`src/source/ps2_pkg.sv`:
```
`default_nettype none

package ps2_pkg;

    localparam int SCAN_W     = 8;
    localparam int FRAME_BITS = 11;

    typedef logic [SCAN_W-1:0] scan_code_t;

    // one PS/2 frame, bit 0 is the first bit on the wire
    typedef union packed {
        logic [FRAME_BITS-1:0] raw;         // shift register view
        struct packed {
            logic       stop;
            logic       parity;
            scan_code_t code;               // lsb first on the wire
            logic       start;
        } fld;
    } ps2_frame_u;

    localparam scan_code_t SC_BREAK  = 8'hf0;
    localparam scan_code_t SC_LSHIFT = 8'h12;
    localparam scan_code_t SC_RSHIFT = 8'h59;
    localparam scan_code_t SC_EXT    = 8'he0;

endpackage

`default_nettype wire

```
`src/source/scan_if.sv`:
```
`timescale 1ns/100ps
`default_nettype none

interface scan_if
    import ps2_pkg::*;
();

    scan_code_t code;       // fifo head, always valid when avail
    logic       avail;
    logic       pop;
    logic       overflow;   // sticky until reset

    modport fifo (output code, output avail, output overflow, input pop);
    modport dec  (input code, input avail, input overflow, output pop);

endinterface

`default_nettype wire

```
`src/source/key_decode_fsm.sv`:
```
`timescale 1ns/100ps
`default_nettype none

module key_decode_fsm
    import ps2_pkg::*;
(
    input  wire logic clk,
    input  wire logic rst,
    input  wire logic key_hold,
    scan_if.dec       q,
    output logic [7:0] key_ascii,
    output logic      key_valid
);

    localparam logic [1:0] ST_MAKE  = 2'd0;
    localparam logic [1:0] ST_BREAK = 2'd1;
    localparam logic [1:0] ST_EXT   = 2'd2;

    logic [1:0] state;
    logic       shift_on;
    logic       is_shift;
    logic [8:0] xlat;           // {hit, ascii}

    // scan set 2 make code to ascii, bit 8 flags a translatable key
    function automatic logic [8:0] to_ascii(input scan_code_t sc, input logic shift);
        logic [7:0] ch;
        logic       letter;
        logic       hit;
        ch     = 8'h00;
        letter = 1'b1;
        hit    = 1'b1;
        case (sc)
            8'h1c: ch = "a";
            8'h32: ch = "b";
            8'h21: ch = "c";
            8'h23: ch = "d";
            8'h24: ch = "e";
            8'h2b: ch = "f";
            8'h34: ch = "g";
            8'h33: ch = "h";
            8'h43: ch = "i";
            8'h3b: ch = "j";
            8'h42: ch = "k";
            8'h4b: ch = "l";
            8'h3a: ch = "m";
            8'h31: ch = "n";
            8'h44: ch = "o";
            8'h4d: ch = "p";
            8'h15: ch = "q";
            8'h2d: ch = "r";
            8'h1b: ch = "s";
            8'h2c: ch = "t";
            8'h3c: ch = "u";
            8'h2a: ch = "v";
            8'h1d: ch = "w";
            8'h22: ch = "x";
            8'h35: ch = "y";
            8'h1a: ch = "z";
            default:
            begin
                letter = 1'b0;
                case (sc)
                    8'h45: ch = "0";
                    8'h16: ch = "1";
                    8'h1e: ch = "2";
                    8'h26: ch = "3";
                    8'h25: ch = "4";
                    8'h2e: ch = "5";
                    8'h36: ch = "6";
                    8'h3d: ch = "7";
                    8'h3e: ch = "8";
                    8'h46: ch = "9";
                    default: hit = 1'b0;
                endcase
            end
        endcase
        if (letter && shift)
            ch = ch - 8'h20;    // upper case
        return {hit, ch};
    endfunction

    assign q.pop    = q.avail && !key_hold;
    assign is_shift = (q.code == SC_LSHIFT) || (q.code == SC_RSHIFT);
    assign xlat     = to_ascii(q.code, shift_on);

    always_ff @(posedge clk)
    begin
        if (rst)
        begin
            state     <= ST_MAKE;
            shift_on  <= 1'b0;
            key_valid <= 1'b0;
        end
        else
        begin
            key_valid <= 1'b0;
            if (q.pop)
            begin
                case (state)
                    ST_MAKE:
                    begin
                        if (q.code == SC_BREAK)
                            state <= ST_BREAK;
                        else if (q.code == SC_EXT)
                            state <= ST_EXT;
                        else if (is_shift)
                            shift_on <= 1'b1;
                        else
                            key_valid <= xlat[8];
                    end
                    ST_BREAK:
                    begin
                        if (is_shift)
                            shift_on <= 1'b0;   // either shift released
                        state <= ST_MAKE;
                    end
                    ST_EXT:
                    begin
                        // extended key dropped, its release too
                        state <= (q.code == SC_BREAK) ? ST_BREAK : ST_MAKE;
                    end
                    default: state <= ST_MAKE;
                endcase
            end
        end
    end

    always_ff @(posedge clk)
    begin
        if (q.pop && state == ST_MAKE && xlat[8])
            key_ascii <= xlat[7:0];
    end

endmodule

`default_nettype wire

```
`src/source/ps2_frame_rx.sv`:
```
`timescale 1ns/100ps
`default_nettype none

module ps2_frame_rx
    import ps2_pkg::*;
(
    input  wire logic clk,
    input  wire logic rst,
    input  wire logic ps2_clk,
    input  wire logic ps2_data,
    input  wire logic stall,
    output logic      edge_seen,
    output logic      in_frame,
    output scan_code_t code,
    output logic      code_wr,
    output logic      frame_err
);

    logic [2:0] clk_sync;       // two sync stages plus edge history
    logic [1:0] data_sync;
    logic [3:0] bit_cnt;
    ps2_frame_u shift_q;
    ps2_frame_u frame_nxt;
    logic       frame_ok;

    always_ff @(posedge clk)
    begin
        if (rst)
        begin
            clk_sync  <= 3'b111;    // line idles high
            data_sync <= 2'b11;
        end
        else
        begin
            clk_sync  <= {clk_sync[1:0], ps2_clk};
            data_sync <= {data_sync[0], ps2_data};
        end
    end

    assign edge_seen = clk_sync[2] & ~clk_sync[1];
    assign in_frame  = (bit_cnt != 4'd0);

    // word as it looks once the current bit is shifted in
    assign frame_nxt.raw = {data_sync[1], shift_q.raw[FRAME_BITS-1:1]};

    assign frame_ok = (frame_nxt.fld.start == 1'b0) &&
                      (frame_nxt.fld.stop == 1'b1) &&
                      (^{frame_nxt.fld.code, frame_nxt.fld.parity});   // odd parity

    always_ff @(posedge clk)
    begin
        if (edge_seen)
        begin
            shift_q <= frame_nxt;
        end
        if (edge_seen && bit_cnt == 4'(FRAME_BITS - 1))
        begin
            code <= frame_nxt.fld.code;
        end
    end

    always_ff @(posedge clk)
    begin
        if (rst)
        begin
            bit_cnt   <= 4'd0;
            code_wr   <= 1'b0;
            frame_err <= 1'b0;
        end
        else
        begin
            code_wr   <= 1'b0;
            frame_err <= 1'b0;
            if (stall)
            begin
                bit_cnt   <= 4'd0;      // drop the partial frame
                frame_err <= 1'b1;
            end
            else if (edge_seen)
            begin
                if (bit_cnt == 4'(FRAME_BITS - 1))
                begin
                    bit_cnt   <= 4'd0;
                    code_wr   <= frame_ok;
                    frame_err <= ~frame_ok;
                end
                else
                begin
                    bit_cnt <= bit_cnt + 4'd1;
                end
            end
        end
    end

endmodule

`default_nettype wire

```
`src/source/ps2_idle_timer.sv`:
```
`timescale 1ns/100ps
`default_nettype none

module ps2_idle_timer #(
    parameter int IDLE_CYCLES = 400
) (
    input  wire logic clk,
    input  wire logic rst,
    input  wire logic edge_seen,
    input  wire logic in_frame,
    output logic      stall
);

    localparam int CW = $clog2(IDLE_CYCLES + 1);

    logic [CW-1:0] idle_cnt;

    always_ff @(posedge clk)
    begin
        if (rst)
        begin
            idle_cnt <= '0;
            stall    <= 1'b0;
        end
        else
        begin
            stall <= 1'b0;
            if (edge_seen || !in_frame)
            begin
                idle_cnt <= '0;
            end
            else if (idle_cnt != CW'(IDLE_CYCLES))
            begin
                idle_cnt <= idle_cnt + 1'b1;    // saturates at the limit
                stall    <= (idle_cnt == CW'(IDLE_CYCLES - 1));
            end
        end
    end

endmodule

`default_nettype wire

```
`src/source/ps2_keyboard_top.sv`:
```
`timescale 1ns/100ps
`default_nettype none

module ps2_keyboard_top
    import ps2_pkg::*;
#(
    parameter int FIFO_AW     = 3,
    parameter int IDLE_CYCLES = 400
) (
    input  wire logic  clk,
    input  wire logic  rst,
    input  wire logic  ps2_clk,
    input  wire logic  ps2_data,
    input  wire logic  key_hold,
    output logic [7:0] key_ascii,
    output logic       key_valid,
    output logic       overflow,
    output logic       frame_err
);

    logic       edge_seen;
    logic       in_frame;
    logic       stall;
    scan_code_t rx_code;
    logic       rx_code_wr;

    scan_if scan_q ();

    ps2_frame_rx ps2_frame_rx_inst (
        .clk       (clk),
        .rst       (rst),
        .ps2_clk   (ps2_clk),
        .ps2_data  (ps2_data),
        .stall     (stall),
        .edge_seen (edge_seen),
        .in_frame  (in_frame),
        .code      (rx_code),
        .code_wr   (rx_code_wr),
        .frame_err (frame_err)
    );

    ps2_idle_timer #(
        .IDLE_CYCLES (IDLE_CYCLES)
    ) ps2_idle_timer_inst (
        .clk       (clk),
        .rst       (rst),
        .edge_seen (edge_seen),
        .in_frame  (in_frame),
        .stall     (stall)
    );

    scan_fifo #(
        .FIFO_AW (FIFO_AW)
    ) scan_fifo_inst (
        .clk     (clk),
        .rst     (rst),
        .code    (rx_code),
        .code_wr (rx_code_wr),
        .q       (scan_q.fifo)
    );

    key_decode_fsm key_decode_fsm_inst (
        .clk       (clk),
        .rst       (rst),
        .key_hold  (key_hold),
        .q         (scan_q.dec),
        .key_ascii (key_ascii),
        .key_valid (key_valid)
    );

    assign overflow = scan_q.overflow;

endmodule

`default_nettype wire

```
`src/source/scan_fifo.sv`:
```
`timescale 1ns/100ps
`default_nettype none

module scan_fifo
    import ps2_pkg::*;
#(
    parameter int FIFO_AW = 3
) (
    input  wire logic       clk,
    input  wire logic       rst,
    input  wire scan_code_t code,
    input  wire logic       code_wr,
    scan_if.fifo            q
);

    localparam int DEPTH = 2 ** FIFO_AW;

    scan_code_t       mem [DEPTH];
    logic [FIFO_AW-1:0] wr_ptr;
    logic [FIFO_AW-1:0] rd_ptr;
    logic [FIFO_AW:0]   count;      // one extra bit tells full from empty
    logic               full;
    logic               do_wr;
    logic               ovf_q;

    assign full  = (count == (FIFO_AW + 1)'(DEPTH));
    assign do_wr = code_wr && !full;

    always_ff @(posedge clk)
    begin
        if (do_wr)
        begin
            mem[wr_ptr] <= code;
        end
    end

    always_ff @(posedge clk)
    begin
        if (rst)
        begin
            wr_ptr <= '0;
            rd_ptr <= '0;
            count  <= '0;
            ovf_q  <= 1'b0;
        end
        else
        begin
            if (do_wr)
                wr_ptr <= wr_ptr + 1'b1;
            if (q.pop)
                rd_ptr <= rd_ptr + 1'b1;
            count <= count + (FIFO_AW + 1)'(do_wr) - (FIFO_AW + 1)'(q.pop);
            if (code_wr && full)
                ovf_q <= 1'b1;      // code lost
        end
    end

    assign q.code     = mem[rd_ptr];
    assign q.avail    = (count != '0);
    assign q.overflow = ovf_q;

endmodule

`default_nettype wire

```
`config.mk`:
```
export PLATFORM = sky130hd
export DESIGN_NAME = ps2_keyboard_top
export DESIGN_NICKNAME = d
export VERILOG_FILES = /design/src/source/ps2_pkg.sv /design/src/source/scan_if.sv /design/src/source/key_decode_fsm.sv /design/src/source/ps2_frame_rx.sv /design/src/source/ps2_idle_timer.sv /design/src/source/ps2_keyboard_top.sv /design/src/source/scan_fifo.sv
export SDC_FILE = /design/constraint.sdc
export NUM_CORES = 1
export LEC_CHECK = 0
export BUFFER_PORTS_ARGS = -buffer_cell sky130_fd_sc_hd__buf_2
export CORE_ASPECT_RATIO = 0.9
export CORE_MARGIN = 10
export CORE_UTILIZATION = 25
export DETAILED_ROUTE_END_ITERATION = 6
export GPL_TIMING_DRIVEN = 0
export HOLD_SLACK_MARGIN = 0.02
export PLACE_DENSITY = 0.46
export SYNTH_ARGS = -nofsm -noshare
export SYNTH_HDL_FRONTEND = slang
export SYNTH_HIERARCHICAL = 1
export SYNTH_SLANG_ARGS = --single-unit
```
`constraint.sdc`:
```
create_clock -name clk -period 8.28 [get_ports clk]
set_input_delay 1.656 -clock clk [delete_from_list [all_inputs] [get_ports clk]]
set_output_delay 1.656 -clock clk [all_outputs]
set_load 0.02 [all_outputs]
```
## After elaboration in Yosys (flattened, before gate mapping)

Memories as Yosys holds them, arrays and structs flattened. A register that Yosys moved wholly into a read port is not among the register bits.
Cells that the tools add are included.

- Register bits after elaboration: 63
- Output and inout bits: 11
- Memory bits (writable): 64
- Memories kept: 1
- Word-level logic and storage cells: 136

Memories:

| name | words | bits a word | rd ports | clocked after Yosys merged registers in | wr ports | RTL line | source |
|---|---|---|---|---|---|---|---|
| scan_fifo_inst.mem | 8 | 8 | 1 | 1 | 1 | scan_fifo.sv:18 | `scan_code_t mem [DEPTH];` |

- Muxes and demuxes: 23
- Bitwise gates (word level): 9
- Reductions and logical operators: 28
- Equal/unequal tests: 51
- Add/sub/neg operators: 7

Operators by type and width:

| kind | count |
|---|---|
| one-hot mux 8 bit (26 select lines) | 1 |
| equality test 8 x 6 -> 1 bit (second input constant) | 22 |
| equality test 8 x 5 -> 1 bit (second input constant) | 8 |
| equality test 8 x 7 -> 1 bit (second input constant) | 8 |
| one-hot mux 6 bit (10 select lines) | 1 |
| OR reduction 26 bit | 1 |
| equality test 8 bit (second input constant) | 2 |
| two-way mux 1 bit | 13 |
| OR reduction 10 bit | 1 |
| adder 9 x 1 -> 9 bit (second input constant) | 1 |
| equality test 9 bit (second input constant) | 1 |
| logical AND 1 bit | 9 |
| inequality test 9 bit (second input constant) | 1 |
| parity 9 bit | 1 |
| equality test 4 bit (second input constant) | 2 |
| two-way mux 8 bit | 1 |
| inverter 1 bit | 8 |
| nonzero test 4 bit | 2 |
| subtractor 8 x 6 -> 8 bit (second input constant) | 1 |
| adder 3 x 1 -> 3 bit (second input constant) | 2 |
| two-way mux 3 bit | 2 |
| AND reduction 6 bit | 1 |
| OR reduction 6 bit | 1 |
| adder 4 x 1 -> 4 bit | 1 |
| 20 further kinds | 27 |

## Depth between registers and ports, before layout

- Depth in word-level cells: 7
- Gate-level depth with buffers: 12
- Mapped depth without buffers: 12

## Hierarchy

The synthesis kept the hierarchy.

By module, submodules not included:

| module | instances | area an instance (µm²) | cells each |
|---|---|---|---|
| scan_fifo | 1 | 3146.8 | 171 |
| key_decode_fsm | 1 | 1301.2 | 160 |
| ps2_frame_rx | 1 | 1087.3 | 72 |
| ps2_idle_timer | 1 | 481.7 | 54 |

## Least setup slack after synthesis

No wires, ideal clock.

- Kind: reg-to-reg
- From: register (tool-made name)
- To: register key_decode_fsm_inst.key_ascii[0] (enable)
- Buffers on the path: 4
- Arrival time: 3.025 ns
- Setup slack: 4.879 ns
- Clock period less this slack: 3.401 ns
- Cell stages (with the launch flop): 11
- Library setup time: 0.375 ns
- Data required time: 7.905 ns
- Cells stage by stage: dfxtp_1 -> buf_6 -> buf_12 -> mux4_1 -> mux2_2 -> buf_6 -> or4b_1 -> buf_2 -> o41ai_4 -> nor4_4 -> a21oi_1

RTL lines:

| element | RTL line | source |
|---|---|---|
| to (signal assigned) | key_decode_fsm.sv:131 | `key_ascii <= xlat[7:0];` |
| to (decl) | key_decode_fsm.sv:11 | `output logic [7:0] key_ascii,` |

==> run metrics <==
status=complete, no violations; Worst-Margin Slew=1.29 ns; DRT Wirelength=12,200 um; Tmin final=4.18 ns; share of cells above drive strength 1=0.190; CTS Buffer Depth=2; Worst Setup Start Kind=flip-flop; DRC Markers=0; DIE WIDTH=between 150 and 200 um; fin crit share=0.505; Mapped Cells=457; Synth Register Bits=129; Filler cells=around 2,300; Worst-Skew Late Latency=0.42 ns; Post-CTS Setup Inserts=0; Hold Buf Count CTS=0; First DRT Iteration DRCs=around 300; setup TNS=0 ns; relative slew slack=0.135; CTS tree=built; Final Wtd Congestion=0.853; clk slew on worst S/H paths=0.06 ns; Die ar.=0.0307 mm2; Syn Nets=approximately 470; GRT overflow=0; HP Class=flip-flop to flip-flop; Mapped Area=roughly 0.006 mm2; max-slew violations=0; vias=3,781; leakage power=between 2 and 2.5 nW; CTS sink count=around 130; crit path max fanout=10; endpoint type of the worst setup path=flip-flop; CTS root buf=clkbuf_16; synthesized area per cell=approximately 13 um2; chip height=between 150 and 200 um; Area growth syn-to-layout=17.2%; Final Hold Fails=0; Core Util, Final=0.300; largest net degree at the start of global routing=17; PortBufs=15; skew final=0.0107 ns; Worst Path Required=8.31 ns; kind of critical path=flip-flop to flip-flop; vias in the first global route=3,806; # setup viols final=0; Ports=16; final net count=507; post-synthesis sequential area ratio=0.579; Max VDD drop=0.109 mV; DP HPWL=8410 um; Final WS setup=4.10 ns; yosys warns=6; first-pass GRT wire length=approximately 20,000 um; DP Cell Count=774; most frequent cells in the layout=90 x edfxtp_1, 39 x dfxtp_1, 30 x nor2_1, 29 x buf_2, 25 x a21oi_1; Starting Density=0.256; Final Cell Area=0.00705 mm2; Finished Layout Cells=806; synth unique cells=76; PwrDens=273 mW/mm2; ys async rst share=0; DR vias/cell=4.69; CTS Buf Count=17; RSZ-0062 raised after global routing=no; total track usage=0.0830; antenna diode count=0; DRT Pass-1 Iters=5; Max-Cap Viols=0; total power=1.93 mW; initial antenna violation count=0; Min Hold Slack=0.413 ns; Post-synth EDFFs=90; Post-DP Area=0.00647 mm2; Placement Rows=53; FF/Latch Area=0.00348 mm2; Final ANT Viol Nets=0; commonest non-fill, non-tap cell in the layout=edfxtp_1; WL per Instance=~15 um; Max Freq=239 MHz; Critical Path AT=4.22 ns; multi-input logic area=approximately 0.0023 mm2; core area=0.0235 mm2; ys flop type=edfxtp_1; CTS resizes=0; DP Worst Slack=slightly above 4 ns; H-tree depth=4
[registers in the layout, summed over array words and instances (netlist names), 2 cells and up, named ones only]
register and flops:
ps2_frame_rx_inst/code 8, scan_fifo_inst/count 4, ps2_frame_rx_inst/clk_sync 3, scan_fifo_inst/wr_ptr 3
ps2_frame_rx_inst/shift_q 10, key_decode_fsm_inst/state 2, scan_fifo_inst/mem 64, key_decode_fsm_inst/key_ascii 8
ps2_frame_rx_inst/data_sync 2, ps2_idle_timer_inst/idle_cnt 9, ps2_frame_rx_inst/bit_cnt 4, scan_fifo_inst/rd_ptr 3
[worst max-delay path: stages (launching register included)]
cell and delay [ns]:
dfxtp_1 0.31, clkbuf_1 0.32, buf_2 0.35, mux4_1 0.35, mux2_2 0.31, buf_2 0.18
nor4b_2 0.63, a32oi_1 0.19, o211ai_1 0.37, nor4_4 0.12, a21oi_1 0.67
[path summary, 6_finish.rpt]
path	to	depth (start not counted)	start	slack, ns
setup / recovery	key_decode_fsm_inst/key_ascii[6]$_DFFE_PP_	10	flip-flop	4.10
hold / removal	ps2_frame_rx_inst/data_sync[1]$_SDFF_PP1_	1	ps2_frame_rx_inst/data_sync[0]$_SDFF_PP1_	0.41
setup reg to reg	key_decode_fsm_inst/key_ascii[6]$_DFFE_PP_	10	flip-flop	4.10
hold reg to reg	ps2_frame_rx_inst/data_sync[1]$_SDFF_PP1_	1	ps2_frame_rx_inst/data_sync[0]$_SDFF_PP1_	0.41
[cell type report]
| class | instances | area share |
|---|---|---|
| multi-input combinational | 284 | 0.329 |
| sequential | 129 | 0.494 |
| clock buffer | 20 | 0.0633 |
| tap | 302 | 0.0536 |
| inverter | 20 | 0.0106 |
| clock inverter | 12 | 0.0188 |
| timing repair buffer | 15 | 0.0106 |
| buffer | 24 | 0.0202 |
[cells in the mapped netlist (all sizes together), types with 3 or more instances]
cell type | n | area [um2]
mux2 | 10 | 113
clkbuf | 5 | 18.8
a21oi | 25 | 125
buf | 19 | 124
nor2b | 11 | 68.8
nor4bb | 3 | 30.0
nand2b | 10 | 62.6
nand4b | 3 | 26.3
xor2 | 6 | 52.6
edfxtp | 90 | 2700
mux4 | 16 | 417
or3 | 8 | 50.1
nand4 | 4 | 25.0
dfxtp | 39 | 781
nor3b | 6 | 50.1
a32oi | 3 | 26.3
or2 | 6 | 37.5
and4bb | 3 | 37.5
ha | 10 | 125
nor3 | 13 | 65.1
nor4b | 4 | 53.8
nand2 | 20 | 75.1
nor4 | 4 | 40.0
nand3 | 16 | 85.1
inv | 20 | 75.1
mux2i | 5 | 50.1
xnor2 | 6 | 52.6
nor2 | 30 | 113
o21ai | 17 | 85.1
[kinds of logic after synthesis]
group	after synthesis	share of synthesized area
AND/OR/NAND/NOR	154	0.155
flip-flops	129	0.579
AO/OA/AOI/OAI	73	0.0830
buffers and inverters	44	0.0362
multiplexers	31	0.0963
XOR/XNOR	14	0.0258
adder cells (fa/ha/maj)	11	0.0241
other	1	0.000623
[metal layers]
metal | wire (um) | global-route usage | vias up | part of all wire
met2 | 6060 | 0.135 | 82 | 0.50
met1 | 5460 | 0.0984 | 1857 | 0.45
met3 | 515 | 0.0255 | 11 | 0.042
li1 | - | - | 1831 | -
met5 | 0 | 0 | - | 0
met4 | 153 | 0.0370 | 0 | 0.013
[where the power goes]
group	internal [mW]	switching (mW)
sequential	0.715	0.0153
combinational	0.190	0.279
clock	0.452	0.275
Power figures use the tool's default switching activity.
